[config.mk]
export PLATFORM = sky130hd
export DESIGN_NAME = system_bus
export DESIGN_NICKNAME = d
export VERILOG_FILES = /design/src/rtl/mini_mcu_pkg.sv /design/src/rtl/system_bus.sv
export VERILOG_INCLUDE_DIRS = /design/src /design/src/rtl
export SDC_FILE = /design/constraint.sdc
export NUM_CORES = 1
export LEC_CHECK = 0
export BUFFER_PORTS_ARGS = -buffer_cell sky130_fd_sc_hd__buf_4
export CAP_MARGIN = 20
export CELL_PAD_IN_SITES_DETAIL_PLACEMENT = 2
export CELL_PAD_IN_SITES_GLOBAL_PLACEMENT = 2
export CORE_AREA = 2 2 162 164
export DETAILED_ROUTE_END_ITERATION = 10
export DIE_AREA = 0 0 164 166
export GPL_TIMING_DRIVEN = 0
export PLACE_DENSITY = 0.73
export SLEW_MARGIN = 0
export SYNTH_ARGS = -nofsm -noshare
export SYNTH_HDL_FRONTEND = slang
export SYNTH_SLANG_ARGS = --single-unit
[constraint.sdc]
create_clock -name clk_i -period 2 [get_ports clk_i]
set_input_delay 0.1 -clock clk_i [delete_from_list [all_inputs] [get_ports clk_i]]
set_output_delay 0.1 -clock clk_i [all_outputs]
set_load 0.02 [all_outputs]
[src/rtl/mini_mcu_consts.svh]
/* address map, RAM depth and register offsets of the mini MCU,
   included by the RTL and the testbench */
`ifndef MINI_MCU_CONSTS_SVH
`define MINI_MCU_CONSTS_SVH

`define MCU_RAM_WORDS 1024

// region codes live in addr[31:28]
`define MCU_REGION_RAM    4'h0
`define MCU_REGION_PERIPH 4'h1

`define MCU_REG_DMA_SRC    12'h000
`define MCU_REG_DMA_DST    12'h004
`define MCU_REG_DMA_LEN    12'h008
`define MCU_REG_DMA_STATUS 12'h00C
`define MCU_REG_EXIT       12'h010
`endif

[src/rtl/mini_mcu_pkg.sv]
/* bus and copy-engine types shared by all blocks of the mini MCU */
package mini_mcu_pkg;

  // master to slave request
  typedef struct packed {
    logic        req;
    logic        we;
    logic [3:0]  be;
    logic [31:0] addr;
    logic [31:0] wdata;
  } obi_req_t;

  // slave to master response
  typedef struct packed {
    logic        gnt;
    logic        rvalid;
    logic [31:0] rdata;
  } obi_resp_t;

  // decoder reads the region, slaves read the word index
  typedef union packed {
    logic [31:0] flat;
    struct packed {
      logic [3:0]  region;
      logic [15:0] unused;
      logic [9:0]  word_idx;
      logic [1:0]  byte_off;
    } f;
  } bus_addr_u;

  typedef struct packed {
    logic [31:0] src;
    logic [31:0] dst;
    logic [13:0] len;
    logic        start;
  } dma_cfg_t;

  typedef struct packed {
    logic busy;
    logic done;
  } dma_status_t;

endpackage

[src/rtl/system_bus.sv]
/* two-master system bus: round-robin arbitration between host and DMA,
   region decode to RAM or peripherals, response routing one cycle later */
`timescale 1ns/1ps
`include "mini_mcu_consts.svh"

module system_bus
  import mini_mcu_pkg::*;
(
  input  logic      clk_i,
  input  logic      rst_n_i,
  input  obi_req_t  host_req_i,
  output obi_resp_t host_resp_o,
  input  obi_req_t  dma_req_i,
  output obi_resp_t dma_resp_o,
  output obi_req_t  ram_req_o,
  input  obi_resp_t ram_resp_i,
  output obi_req_t  periph_req_o,
  input  obi_resp_t periph_resp_i
);

  logic        last_dma_q;
  logic        sel_dma;
  logic        host_win;
  obi_req_t    win_req;
  bus_addr_u   win_addr;
  logic        to_ram;
  logic        to_periph;
  logic        slv_gnt;
  logic        granted;
  logic        rsp_dma_q;
  logic        rsp_ram_q;
  logic        rsp_periph_q;
  logic        rsp_none_q;
  logic        rsp_rvalid;
  logic [31:0] rsp_rdata;

  // on contention the master that lost last time wins
  assign sel_dma  = dma_req_i.req & (~host_req_i.req | ~last_dma_q);
  assign host_win = host_req_i.req & ~sel_dma;
  assign win_req  = sel_dma ? dma_req_i : host_req_i;
  assign win_addr = win_req.addr;

  assign to_ram    = (win_addr.f.region == `MCU_REGION_RAM);
  assign to_periph = (win_addr.f.region == `MCU_REGION_PERIPH);

  always_comb begin
    ram_req_o        = win_req;
    ram_req_o.req    = win_req.req & to_ram;
    periph_req_o     = win_req;
    periph_req_o.req = win_req.req & to_periph;
  end

  // unmapped regions are always granted
  assign slv_gnt = to_ram ? ram_resp_i.gnt : (to_periph ? periph_resp_i.gnt : 1'b1);
  assign granted = win_req.req & slv_gnt;

  always_ff @(posedge clk_i or negedge rst_n_i) begin
    if (!rst_n_i) begin
      last_dma_q   <= 1'b0;
      rsp_dma_q    <= 1'b0;
      rsp_ram_q    <= 1'b0;
      rsp_periph_q <= 1'b0;
      rsp_none_q   <= 1'b0;
    end else begin
      if (granted) begin
        last_dma_q <= sel_dma;
      end
      rsp_dma_q    <= sel_dma;
      rsp_ram_q    <= granted & to_ram;
      rsp_periph_q <= granted & to_periph;
      rsp_none_q   <= granted & ~to_ram & ~to_periph;
    end
  end

  // unmapped access answers with zero data
  always_comb begin
    rsp_rvalid = (rsp_ram_q & ram_resp_i.rvalid) | (rsp_periph_q & periph_resp_i.rvalid) |
                 rsp_none_q;
    rsp_rdata  = '0;
    if (rsp_ram_q) begin
      rsp_rdata = ram_resp_i.rdata;
    end else if (rsp_periph_q) begin
      rsp_rdata = periph_resp_i.rdata;
    end
  end

  assign host_resp_o.gnt    = host_win & granted;
  assign host_resp_o.rvalid = rsp_rvalid & ~rsp_dma_q;
  assign host_resp_o.rdata  = rsp_rdata;
  assign dma_resp_o.gnt     = sel_dma & granted;
  assign dma_resp_o.rvalid  = rsp_rvalid & rsp_dma_q;
  assign dma_resp_o.rdata   = rsp_rdata;

endmodule

## Word level (Yosys, flattened, before mapping)

Cells that the tools add are included.

- Bits in registers: 5
- Latch bits: 0
- Bits in writable memories: 0
- Memory bits (read-only): 0
- Input bits: 210
- Output and inout port bits: 208
- Logic and storage cells: 36
- Memories kept: 0

- Add/subtract/negate cells: 0
- Multiply operators: 0
- Divide/modulo/power cells: 0
- $lt $le $gt $ge: 0
- Equality and inequality tests: 1
- Shift operators: 0
- Muxes and demuxes: 5
- Bitwise gates (word level): 24
- Reduce and logical (&&, ||, !) cells: 1

Operator list:

| operator | number |
|---|---|
| $mux 70 | 1 |
| $mux 32 | 2 |
| $and 1x1->1 | 15 |
| $not 1->1 | 6 |
| $eq 4x1->1 const B | 1 |
| $logic_not 4->1 | 1 |
| $or 1x1->1 | 3 |
| $mux 1 | 2 |

## Depth between registers and ports, before layout

- Word-level depth: 10
- Gate-level depth with buffers: 5

## Least setup slack after synthesis

Ideal clock, no wire load.

- Path kind: reg-to-output
- Start: register last_dma_q
- End: output port dma_resp_o[33] (netlist name)
- Arrival time: 1645 ps
- Required time: 1900 ps
- Setup slack: 255 ps
- Cell stages (with the launch flop): 5
- Path buffers: 1
- Path through: dfrtp_1 > a21boi_2 > buf_6 > mux2_4 > a221oi_1

RTL lines:

| item | RTL line | RTL |
|---|---|---|
| start: declaration | system_bus.sv:21 | `logic last_dma_q;` |
| start signal: assignment | system_bus.sv:66 | `last_dma_q <= sel_dma;` |
| end: declaration | system_bus.sv:14 | `output obi_resp_t dma_resp_o,` |

==> flow_summary.toml <==
[routing]
drt-pass1-iter-count = 3
drc_errors = 0
wl_per_cell_um = 16.6
viasPerCell = 3.50
wl_um = 16900
drt_iter0_drc = 74
ant_nets = 0
via_count = 3557

[sta]
report.final.slew_viol_count = 0
hold_viol = 0
max_slew_margin_pct = 69.1
finalSetupTns_ns = 0
fmax_mhz = 500
rsz0062_at_grt = "true"
period_minus_slack_ns = 2.00
fin_skew_ns = 0.00211
setup_ws_ns = 0.000170
final-setup-viol-count = 0
fin_crit_sh_pct = 100
tightest_slew_ns = 0.463
hold_ws_ns = 0.136

[global_routing]
grt_usage_pct = 11.3
grt_first_pass_wirelength_um = 23500
grt_pass1_vias = 4016
grt_max_degree = 11
antenna_found_initial = 1
overflow = 0

[yosys]
synth-seq-area-share_pct = 5.59
synth-main-ff-cell = "dfrtp_1"
yosys_warnings = 0
muxShareOfSynthArea_pct = 35.8
synthesis.nets = 466
synth_top_family_by_area = "buffers and inverters"
synth_most_common_cell = "buf_4"
synth_top_area_share_pct = 36.2
synth-simple-area-share_pct = 3.97
yosys.area_share.adder_pct = 0
synth-edff-count = 0
synthArstFlopShare_pct = 100
yosys-top-cells-area = "buf_4 (36%), mux2_2 (34%), a22o_1 (12%)"
synth_top_area_cell = "buf_4"
syn_avg_cell_area_sq_um = 8.74
synth-compound-area-share_pct = 16.1
ys_top_cells_by_count = "buf_4 (108), mux2_2 (68), a22o_1 (31)"
synth_cell_types = 25
ys_seq_elements = 5
synth_cells = 256
synth_xor_area_share_pct = 0
syn_area_sq_um = 2240

[pwr]
leakagePower_nw = 3.27
vdd_drop_max_v = 0.000198
powerDensity_nw_per_um2 = 405

[die]
die-area_sq_um = 27200
die_width_um = 164
ios = 418
coreArea_sq_um = 25600
die_y_um = 166
fp-row-count = 59
start_util_pct = 8.73

[clock_tree]
h-tree-depth = 1
clock_latency_ns = 0.22
cts.sinks = 5
cts_buffers = 3
cts_buffer_depth = 2
cts_tree = "built"
clkTransAtPathRegs_ns = 0.03
cts_root_buffer = "clkbuf_16"

[worst_setup_path]
critPathLaunchType = "flip-flop"
cp-end-kind = "output port"
cp_max_fo = 10
crit_required_ns = 1.90
r2r_slack_ns = 0.40
worst_ep_arrival_time_ns = 1.90
path_class = "reg2out"

[finish]
diodes = 0
final_nets = 892
fill_cells = 2999
area_growth_pct = 172
drive_above_1_share_pct = 90.7
post-route-util_pct = 23.7

[placement]
pre_cts_ws_ns = -0.204
place_congestion = 0.732
io_buffer_count = 417
dp_hpwl_um = 15500

[outcome]
outcome = "completed"

[hold_path]
hold_path.class = "in2reg"

[job]
max_cap_viol_count = 0
## cells in the final DEF, fill, tap and decap left out, types with 2 or more instances in the layout
master,count
buf_4,519
mux2_2,57
a22o_1,31
mux2_4,12
buf_8,5
nor2_1,5
nand2_1,4
dfrtp_1,4
clkbuf_2,3
buf_12,3
buf_6,3
inv_1,3
clkbuf_16,3
clkbuf_1,2
nor3_1,2
nand2b_1,2
## registers in the layout, summed over array words and instances (netlist names)
signal and cells:
rsp_dma_q 1, rsp_none_q 1, rsp_periph_q 1, last_dma_q 1
rsp_ram_q 1
## kinds of logic (layout without fill, tap and decap cells)
group	Yosys count	count (layout)
flip-flops	5	5
multiplexers	71	71
AO/OA/AOI/OAI	42	42
AND/OR/NAND/NOR	18	18
buffers and inverters	120	545
## timing repair
item	4_1_cts	5_1_grt
hold buffers	1	0
endpoints found under the setup margin	134	69
setup buffers	2	1
pin swaps	0	1
endpoints found under the hold margin	5	0
resized for setup	20	31
cloned	1	0
## worst max-delay path, cell delays in order (launching register included)
cell	delay (ns)
dfrtp_1	0.41
a21boi_4	0.25
buf_8	0.18
buf_6	0.16
mux2_2	0.38
buf_4	0.14
buf_4	0.14
## final timing paths
kind / to / start / cells past startpoint
worst max-delay path: ram_req_o[10] / last_dma_q / 6
worst min register to register: last_dma_q / last_dma_q / 2
min in group asynchronous: rsp_dma_q / rst_n_i / 2
worst max register to register: last_dma_q / last_dma_q / 6
worst min-delay path: rsp_ram_q / ram_resp_i[33] / 3
max in group asynchronous: rsp_ram_q / rst_n_i / 2
## power breakdown
group	switching (mW)	total, mW	internal (mW)
Sequential	0.0112	0.122	0.111
Clock	0.0632	0.327	0.264
Combinational	0.916	2.01	1.10
## per-layer routing
layer  routed length, um  global-route usage (%)  vias up
met1                5420                    10.8     1647
met3                1990                    3.75        8
met2                9330                    23.3      245
met4                 155                    1.64        0
met5                   0                       0        -
li1                    -                       -     1657
## cell type report
class	instances	area [sq um]	area share, %
Clock buffer	4	78.8	1.30
Inverter	4	15.0	0.247
Timing Repair Buffer	422	3190	52.4
Buffer	115	921	15.2
Sequential cell	5	126	2.08
Tap cell	335	419	6.90
Multi-Input combinational cell	131	1330	21.9
## per-stage QoR
stage	instance area (sq um)	std cells	power, mW
6_report	6070	1016	2.46
5_1_grt	6070	1016	2.60
4_1_cts	5960	1015	2.45
3_5_place_dp	5790	1008	2.08
3_3_place_gp	5790	1008	2.05
2_1_floorplan	2240	256	1.11
No activity file was read; power rests on OpenSTA's default activity.
