`src/rtl/mini_mcu_consts.svh`:
```
/* address map, RAM depth and register offsets of the mini MCU,
   included by the RTL and the testbench */
`ifndef MINI_MCU_CONSTS_SVH
`define MINI_MCU_CONSTS_SVH

`define MCU_RAM_WORDS 1024

// region codes live in addr[31:28]
`define MCU_REGION_RAM    4'h0
`define MCU_REGION_PERIPH 4'h1

`define MCU_REG_DMA_SRC    12'h000
`define MCU_REG_DMA_DST    12'h004
`define MCU_REG_DMA_LEN    12'h008
`define MCU_REG_DMA_STATUS 12'h00C
`define MCU_REG_EXIT       12'h010
`endif

```
`src/rtl/mini_mcu_pkg.sv`:
```
/* bus and copy-engine types shared by all blocks of the mini MCU */
package mini_mcu_pkg;

  // master to slave request
  typedef struct packed {
    logic        req;
    logic        we;
    logic [3:0]  be;
    logic [31:0] addr;
    logic [31:0] wdata;
  } obi_req_t;

  // slave to master response
  typedef struct packed {
    logic        gnt;
    logic        rvalid;
    logic [31:0] rdata;
  } obi_resp_t;

  // decoder reads the region, slaves read the word index
  typedef union packed {
    logic [31:0] flat;
    struct packed {
      logic [3:0]  region;
      logic [15:0] unused;
      logic [9:0]  word_idx;
      logic [1:0]  byte_off;
    } f;
  } bus_addr_u;

  typedef struct packed {
    logic [31:0] src;
    logic [31:0] dst;
    logic [13:0] len;
    logic        start;
  } dma_cfg_t;

  typedef struct packed {
    logic busy;
    logic done;
  } dma_status_t;

endpackage

```
`src/rtl/dma_channel.sv`:
```
/* single-channel copy engine, moves len words from src to dst
   with one bus read followed by one bus write per word */
`timescale 1ns/1ps

module dma_channel
  import mini_mcu_pkg::*;
(
  input  logic        clk_i,
  input  logic        rst_n_i,
  input  dma_cfg_t    cfg_i,
  input  logic        dma_done_clr_i,
  output dma_status_t status_o,
  output obi_req_t    bus_req_o,
  input  obi_resp_t   bus_resp_i
);

  localparam logic [2:0] S_IDLE       = 3'd0;
  localparam logic [2:0] S_READ       = 3'd1;
  localparam logic [2:0] S_READ_WAIT  = 3'd2;
  localparam logic [2:0] S_WRITE      = 3'd3;
  localparam logic [2:0] S_WRITE_WAIT = 3'd4;

  logic [2:0]  state_q;
  logic [31:0] src_q;
  logic [31:0] dst_q;
  logic [13:0] cnt_q;
  logic [31:0] data_q;
  logic        done_q;

  always_ff @(posedge clk_i or negedge rst_n_i) begin
    if (!rst_n_i) begin
      state_q <= S_IDLE;
      src_q   <= '0;
      dst_q   <= '0;
      cnt_q   <= '0;
      done_q  <= 1'b0;
    end else begin
      if (dma_done_clr_i) done_q <= 1'b0;
      case (state_q)
        S_IDLE: begin
          // zero length starts are dropped
          if (cfg_i.start && cfg_i.len != '0) begin
            src_q   <= cfg_i.src;
            dst_q   <= cfg_i.dst;
            cnt_q   <= cfg_i.len;
            done_q  <= 1'b0;
            state_q <= S_READ;
          end
        end
        S_READ:      if (bus_resp_i.gnt) state_q <= S_READ_WAIT;
        S_READ_WAIT: if (bus_resp_i.rvalid) state_q <= S_WRITE;
        S_WRITE:     if (bus_resp_i.gnt) state_q <= S_WRITE_WAIT;
        S_WRITE_WAIT: begin
          if (bus_resp_i.rvalid) begin
            src_q <= src_q + 32'd4;
            dst_q <= dst_q + 32'd4;
            cnt_q <= cnt_q - 14'd1;
            if (cnt_q == 14'd1) begin
              done_q  <= 1'b1;
              state_q <= S_IDLE;
            end else begin
              state_q <= S_READ;
            end
          end
        end
        default: state_q <= S_IDLE;
      endcase
    end
  end

  // word held between its read and its write
  always_ff @(posedge clk_i) begin
    if (state_q == S_READ_WAIT && bus_resp_i.rvalid) data_q <= bus_resp_i.rdata;
  end

  assign bus_req_o.req   = (state_q == S_READ) || (state_q == S_WRITE);
  assign bus_req_o.we    = (state_q == S_WRITE);
  assign bus_req_o.be    = 4'hf;
  assign bus_req_o.addr  = (state_q == S_WRITE) ? dst_q : src_q;
  assign bus_req_o.wdata = data_q;

  assign status_o.busy = (state_q != S_IDLE);
  assign status_o.done = done_q;

endmodule

```
`config.mk`:
```
export PLATFORM = sky130hd
export DESIGN_NAME = dma_channel
export DESIGN_NICKNAME = d
export VERILOG_FILES = /design/src/rtl/mini_mcu_consts.svh /design/src/rtl/mini_mcu_pkg.sv /design/src/rtl/dma_channel.sv
export SDC_FILE = /design/constraint.sdc
export NUM_CORES = 1
export LEC_CHECK = 0
export ABC_AREA = 1
export BUFFER_PORTS_ARGS = -buffer_cell sky130_fd_sc_hd__clkbuf_2
export CAP_MARGIN = 20
export CORE_ASPECT_RATIO = 0.5
export CORE_MARGIN = 3
export CORE_UTILIZATION = 57
export CTS_BUF_LIST = sky130_fd_sc_hd__clkbuf_8
export DETAILED_ROUTE_END_ITERATION = 6
export PLACE_DENSITY_LB_ADDON = 0.12
export SETUP_SLACK_MARGIN = 0.4
export SLEW_MARGIN = 20
export SYNTH_ARGS = -nofsm -noshare
export SYNTH_HDL_FRONTEND = slang
export SYNTH_SLANG_ARGS = --single-unit
```
`constraint.sdc`:
```
create_clock -name clk_i -period 7.85 [get_ports clk_i]
set_input_delay 0.3925 -clock clk_i [delete_from_list [all_inputs] [get_ports clk_i]]
set_output_delay 0.3925 -clock clk_i [all_outputs]
set_load 0.03 [all_outputs]
```
## After elaboration in Yosys (flattened, before gate mapping)

Index checks and enable logic that the tools add are counted.

| operators by class | value |
|---|---|
| add/subtract/negate cells | 3 |
| multipliers | 0 |
| div/mod/pow operators | 0 |
| $lt $le $gt $ge | 0 |
| equality and inequality tests | 10 |
| shift-type cells | 0 |
| muxes and demuxes | 22 |
| bitwise logic cells | 0 |
| reduce and logical (&&, ||, !) cells | 9 |

Operators with widths:

| kind | number |
|---|---|
| 2-to-1 mux 32 bit | 5 |
| case mux 32 bit (2 select lines) | 2 |
| adder 32 x 3 -> 32 bit, second input constant | 2 |
| 2-to-1 mux 14 bit | 2 |
| case mux 14 bit (2 select lines) | 1 |
| 2-to-1 mux 3 bit | 5 |
| case mux 3 bit (5 select lines) | 1 |
| equality test 14 x 1 -> 1 bit, second input constant | 1 |
| nonzero test 14 bit | 1 |
| subtractor 14 x 1 -> 14 bit, second input constant | 1 |
| != test 2 bit, second input constant | 4 |
| equality test 3 x 2 -> 1 bit, second input constant | 2 |
| 2-to-1 mux 1 bit | 5 |
| AND reduction 5 bit | 1 |
| equality test 3 x 1 -> 1 bit, second input constant | 1 |
| equality test 3 bit, second input constant | 1 |
| zero test 3 bit | 1 |
| AND reduction 3 bit | 1 |
| nonzero test 3 bit | 1 |
| logical AND 1 bit | 2 |
| != test 2 x 1 -> 1 bit, second input constant | 1 |
| case mux 1 bit (2 select lines) | 1 |
| nonzero test 2 bit | 1 |
| logical OR 1 bit | 1 |

| storage, ports and cells | value |
|---|---|
| bits in registers | 114 |
| latch bits | 0 |
| memory bits (writable) | 0 |
| memory bits (read-only) | 0 |
| logic and storage cells | 50 |
| memories kept | 0 |

## Depth between registers and ports, before layout

| depth | value |
|---|---|
| depth after elaboration | 4 |
| depth in mapped cells | 11 |

## Least setup slack after synthesis

Ideal clock, no wire load.

| timing path | value |
|---|---|
| kind | register to register |
| start | reg state_q[2] |
| end | reg data_q[0], enable pin |
| data arrival time | 2048 ps |
| data required time | 7429 ps |
| setup slack | 5381 ps |
| stages on the path, launching flop included | 5 |
| path buffers | 1 |
| period minus slack after synthesis | 2469 ps |
| cell sequence | dfrtp_1 buf_2 nor2_1 nand2_1 nor2_1 |

| on the way | value |
|---|---|
| longest elaborated chain between the ends | 2 |

Ends and longest elaborated chain:

| item | RTL line | text |
|---|---|---|
| from (decl) | dma_channel.sv:23 | `logic [2:0] state_q;` |
| from (signal assigned) | dma_channel.sv:32 | `state_q <= S_IDLE;` |
| from (signal assigned) | dma_channel.sv:47 | `state_q <= S_READ;` |
| from (signal assigned) | dma_channel.sv:50 | `S_READ: if (bus_resp_i.gnt) state_q <= S_READ_WAIT;` |
| equality test 3 x 2 -> 1 bit | dma_channel.sv:73 | `if (state_q == S_READ_WAIT && bus_resp_i.rvalid) data_q <= bus_resp_i.rdata;` |
| logical AND 1 bit | dma_channel.sv:73 |  |
| to (signal assigned) | dma_channel.sv:73 |  |
| to (decl) | dma_channel.sv:27 | `logic [31:0] data_q;` |

Every way passes these cells.
A chain may end at the register's enable or synchronous reset.

## Final worst setup path

| timing path | value |
|---|---|
| start | reg state_q[0] |
| end | reg cnt_q[3] |

| on the way | value |
|---|---|
| longest elaborated chain between the ends | 3 |

Ends and longest elaborated chain:

| item | RTL line | text |
|---|---|---|
| equality test 3 bit or zero test 3 bit (tied branches) | dma_channel.sv:39 | `case (state_q)` |
| != test 2 bit (no source line) or nonzero test 2 bit (tied branches) | n/a |  |
| AND reduction 3 bit (no source line) | n/a |  |
| to (signal assigned) | dma_channel.sv:45 | `cnt_q <= cfg_i.len;` |
| to (signal assigned) | dma_channel.sv:57 | `cnt_q <= cnt_q - 14'd1;` |
| to (decl) | dma_channel.sv:26 | `logic [13:0] cnt_q;` |

Parallel ways exist; a longest one is shown, timed or not.

==> summary.md <==
| Metric | Value |
|---|---|
| Status | `complete, no violations` |
| Vias in the first global route | `7550` |
| Syn. warnings | `0` |
| Vias after detailed routing | `roughly 8100` |
| Sequential power share | `0.335` |
| Synth Area in XOR/XNOR | `0.00116` |
| Post-Synthesis Cell Area | `around 7500 sq um` |
| Post-synthesis cell type count | `34` |
| Hold endpoint | `data_q[5]` |
| Sink Count | `114` |
| Syn avg cell area | `6.39 sq um` |
| Die height | `87.3 um` |
| CP Data Required Time | `between 8000 and 9000 ps` |
| Multi-input gate area | `~4000 sq um` |
| Worst-skew pair later-pin latency | `~440 ps` |
| Filler cells | `1069` |
| Adder-cell area share of the yosys netlist | `0.00664` |
| # H-tree levels | `4` |
| Slew HR | `0.336` |
| CP max stage delay | `800 ps` |
| Net Switching | `around 1.7 mW` |
| Final hold violation count | `0` |
| Final Skew | `17.3 ps` |
| Mux contribution to synthesized area | `0` |
| All-layer global routing usage | `0.307` |
| Largest net degree at the start of global routing | `92` |
| Post-Synthesis Cells | `1179` |
| Post-route cell area | `8920 sq um` |
| HP Class | `in -> reg` |
| CTS tree | `done` |
| Final min period | `3810 ps` |
| IO Port Bufs | `183` |
| CP Launch Type | `register` |
| Hold Crit Depth | `1` |
| Post-CTS sizing | `0` |
| Layout Nets | `1465` |
| Largest family of logic cells by synthesized area | `simple AND/OR/NAND/NOR gates` |
| CTS clk-pin slew, worst paths | `roughly 80 ps` |
| Flop and latch count out of synthesis | `114` |
| Worst path slowest cell | `nand2_4` |
| Setup CP Type | `reg -> reg` |
| Core area | `12300 sq um` |
| Maximum VDD drop | `0.206 mV` |
| Critical R2R Capture | `cnt_q[3]` |
| Layout cells sized above 1 | `0.175` |
| Die W | `169 um` |
| # IOs | `188` |
| Final setup fails | `0` |
| Root buffer cell | `clkbuf_8` |
| Post-synthesis simple-gate area fraction | `0.416` |
| Remaining global-route overflow | `0` |
| Worst slew pin tran | `996 ps` |
| Via density | `5.34` |
| Wire length of the first global-routing pass | `36100 um` |
| Sw Share | `0.511` |
| Post-DP HPWL | `16200 um` |
| Compound-gate portion of the synthesized area | `0.0917` |
| Clock power frac | `0.180` |
| Worst reg2reg path depth | `9` |
| Area occupied by registers | `3010 sq um` |
| Critical path peak fanout | `91` |
| Per-cell routed wire length | `~15 um` |
| Starting DRT DRC Count | `approximately 680` |
| Initial antenna violation count | `0` |
| Die Area | `14700 sq um` |
| Num CTS Buffers | `17` |
| Clk buf depth | `2` |
| F_max | `around 260 MHz` |
| RePlAce Congestion | `0.886` |
| Power Total | `about 3.3 mW` |
| Setup TNS | `0 ps` |
| Leak | `4.44 nW` |
| Antenna Nets Post-Route | `0` |
| Worst path buffer plus inverter count | `3` |
| Most used cell, CP | `nand2_2` |
| Most frequent cells in the layout | `nand2_1 (524), clkbuf_2 (182), nor2_1 (141)` |
| Tcrit/Tclk final | `0.485` |
| Area grow syn2layout | `18.4%` |
| Initial core utilization | `0.611` |
| Internal Power | `1.63 mW` |
| RSZ-0062 raised after global routing | `false` |
| Final hold slack | `123 ps` |
| DR pass1 iterations | `6` |
| Total of max-cap violations | `0` |
| Critical Path Sink Type | `register` |
| Total Routed Length | `22300 um` |
| Fin. max-slew vios | `0` |
| Commonest non-fill, non-tap cell in the layout | `nand2_1` |
| DRC | `0` |
| Area post-placement | `8460 sq um` |
| CP arrival | `4090 ps` |
| CP top delay family | `simple AND/OR/NAND/NOR gates` |
| Comb pwr share | `0.485` |
| Worst-path cell chain | `nor2_4 -> nand2_2 -> clkinv_2 -> buf_4 -> nand2_2 -> nand2_4 -> inv_2 -> nand2_1 -> o21ai_0` |
| Worst Hold Launch | `bus_resp_i[5]` |
| Cell Rows | `28` |
| R2R Path Start | `state_q[0]` |
| Sequential share of the synthesized area | `0.400` |
| Worst reg2reg setup slack | `4040 ps` |
| Power per cell area | `375 nW/um^2` |
-- final cells by class --
cell class / instances / area share
inverter: 103 / 0.0435
antenna: 1 / 0.000281
clock buffer: 17 / 0.0262
timing repair buffer: 189 / 0.111
multi-input combinational: 920 / 0.438
tap: 165 / 0.0231
sequential: 114 / 0.338
clock inverter: 15 / 0.0206
-- registers in the layout (all words and copies together), names as in the netlist --
register,flops
cnt_q,14
dst_q,32
done_q,1
data_q,32
state_q,3
src_q,32
-- through the flow --
step / setup slack (ps) / std cells / util
3_3_place_gp: 4240 / 1489 / 0.686
3_5_place_dp: 4100 / 1489 / 0.686
4_1_cts: 4090 / 1522 / 0.721
5_1_grt: 3630 / 1523 / 0.723
6_report: 4040 / 1524 / 0.723
2_1_floorplan: 5380 / 1182 / -
-- worst max path at each step --
stage | from | endpoint | slack, ps | cells after the start
final | state_q[0] | cnt_q[3] | 4040 | 9
after global routing | state_q[1] | cnt_q[3] | 3630 | 9
after CTS | state_q[1] | cnt_q[3] | 4090 | 9
after detailed placement | state_q[1] | cnt_q[3] | 4100 | 9
after global placement | state_q[1] | cnt_q[3] | 4240 | 9
after floorplan | state_q[2] | data_q[0] | 5380 | 4
-- routing by layer --
metal	up-vias	wire, um	GRT usage
met5	-	0	0
met4	0	357	0.0861
met3	38	2070	0.0594
met2	400	10300	0.532
met1	3661	9490	0.399
li1	4037	-	-
-- timing repair --
item / CTS / global route
endpoints found under the setup margin: 0 / 0
hold buffers: 1 / 0
endpoints found under the hold margin: 18 / 0
setup buffers: 0 / 0
-- logic make-up after synthesis --
kind of cell    Yosys count
simple gates            777
buf+inv                 148
compound gates          134
flops                   114
fa+ha+maj                 4
xor+xnor                  1
other cells               1
-- power by group through the flow --
stage          registers, mW  logic (mW)  clock network [mW]
3_5_place_dp            1.12        1.59                   0
5_1_grt                 1.16        1.81               0.634
4_1_cts                 1.11        1.60               0.604
3_3_place_gp            1.11        1.55                   0
2_1_floorplan           1.07        1.17                   0
6_report                1.12        1.62               0.603
-- Yosys cell counts --
| master | count | area [sq um] |
|---|---|---|
| nor2_2 | 1 | 6.26 |
| nand3_4 | 1 | 17.5 |
| o21ai_1 | 2 | 10.0 |
| xnor2_1 | 1 | 8.76 |
| buf_1 | 1 | 3.75 |
| o31ai_1 | 1 | 7.51 |
| ha_1 | 4 | 50.1 |
| or2_1 | 1 | 6.26 |
| nand2_2 | 2 | 12.5 |
| buf_4 | 8 | 60.1 |
| o21bai_1 | 2 | 15.0 |
| nand3_1 | 80 | 400 |
| inv_2 | 2 | 7.51 |
| a21boi_0 | 1 | 7.51 |
| buf_2 | 20 | 100 |
| clkinv_2 | 1 | 5.00 |
| nand4_1 | 3 | 18.8 |
| nor2_4 | 3 | 33.8 |
| o21ai_0 | 102 | 510 |
| buf_6 | 3 | 33.8 |
| a21oi_1 | 21 | 105 |
| nor2_1 | 143 | 537 |
| nand2_1 | 524 | 1970 |
| edfxtp_1 | 32 | 961 |
| nor3_1 | 2 | 10.0 |
| or2_2 | 6 | 37.5 |
| conb_1 | 1 | 3.75 |
| inv_1 | 100 | 375 |
| o22ai_1 | 2 | 12.5 |
| nand2_4 | 1 | 11.3 |
| clkbuf_1 | 13 | 48.8 |
| o211ai_1 | 3 | 22.5 |
| nand3b_1 | 10 | 75.1 |
| dfrtp_1 | 82 | 2050 |
(Power assumes the default switching activity.)
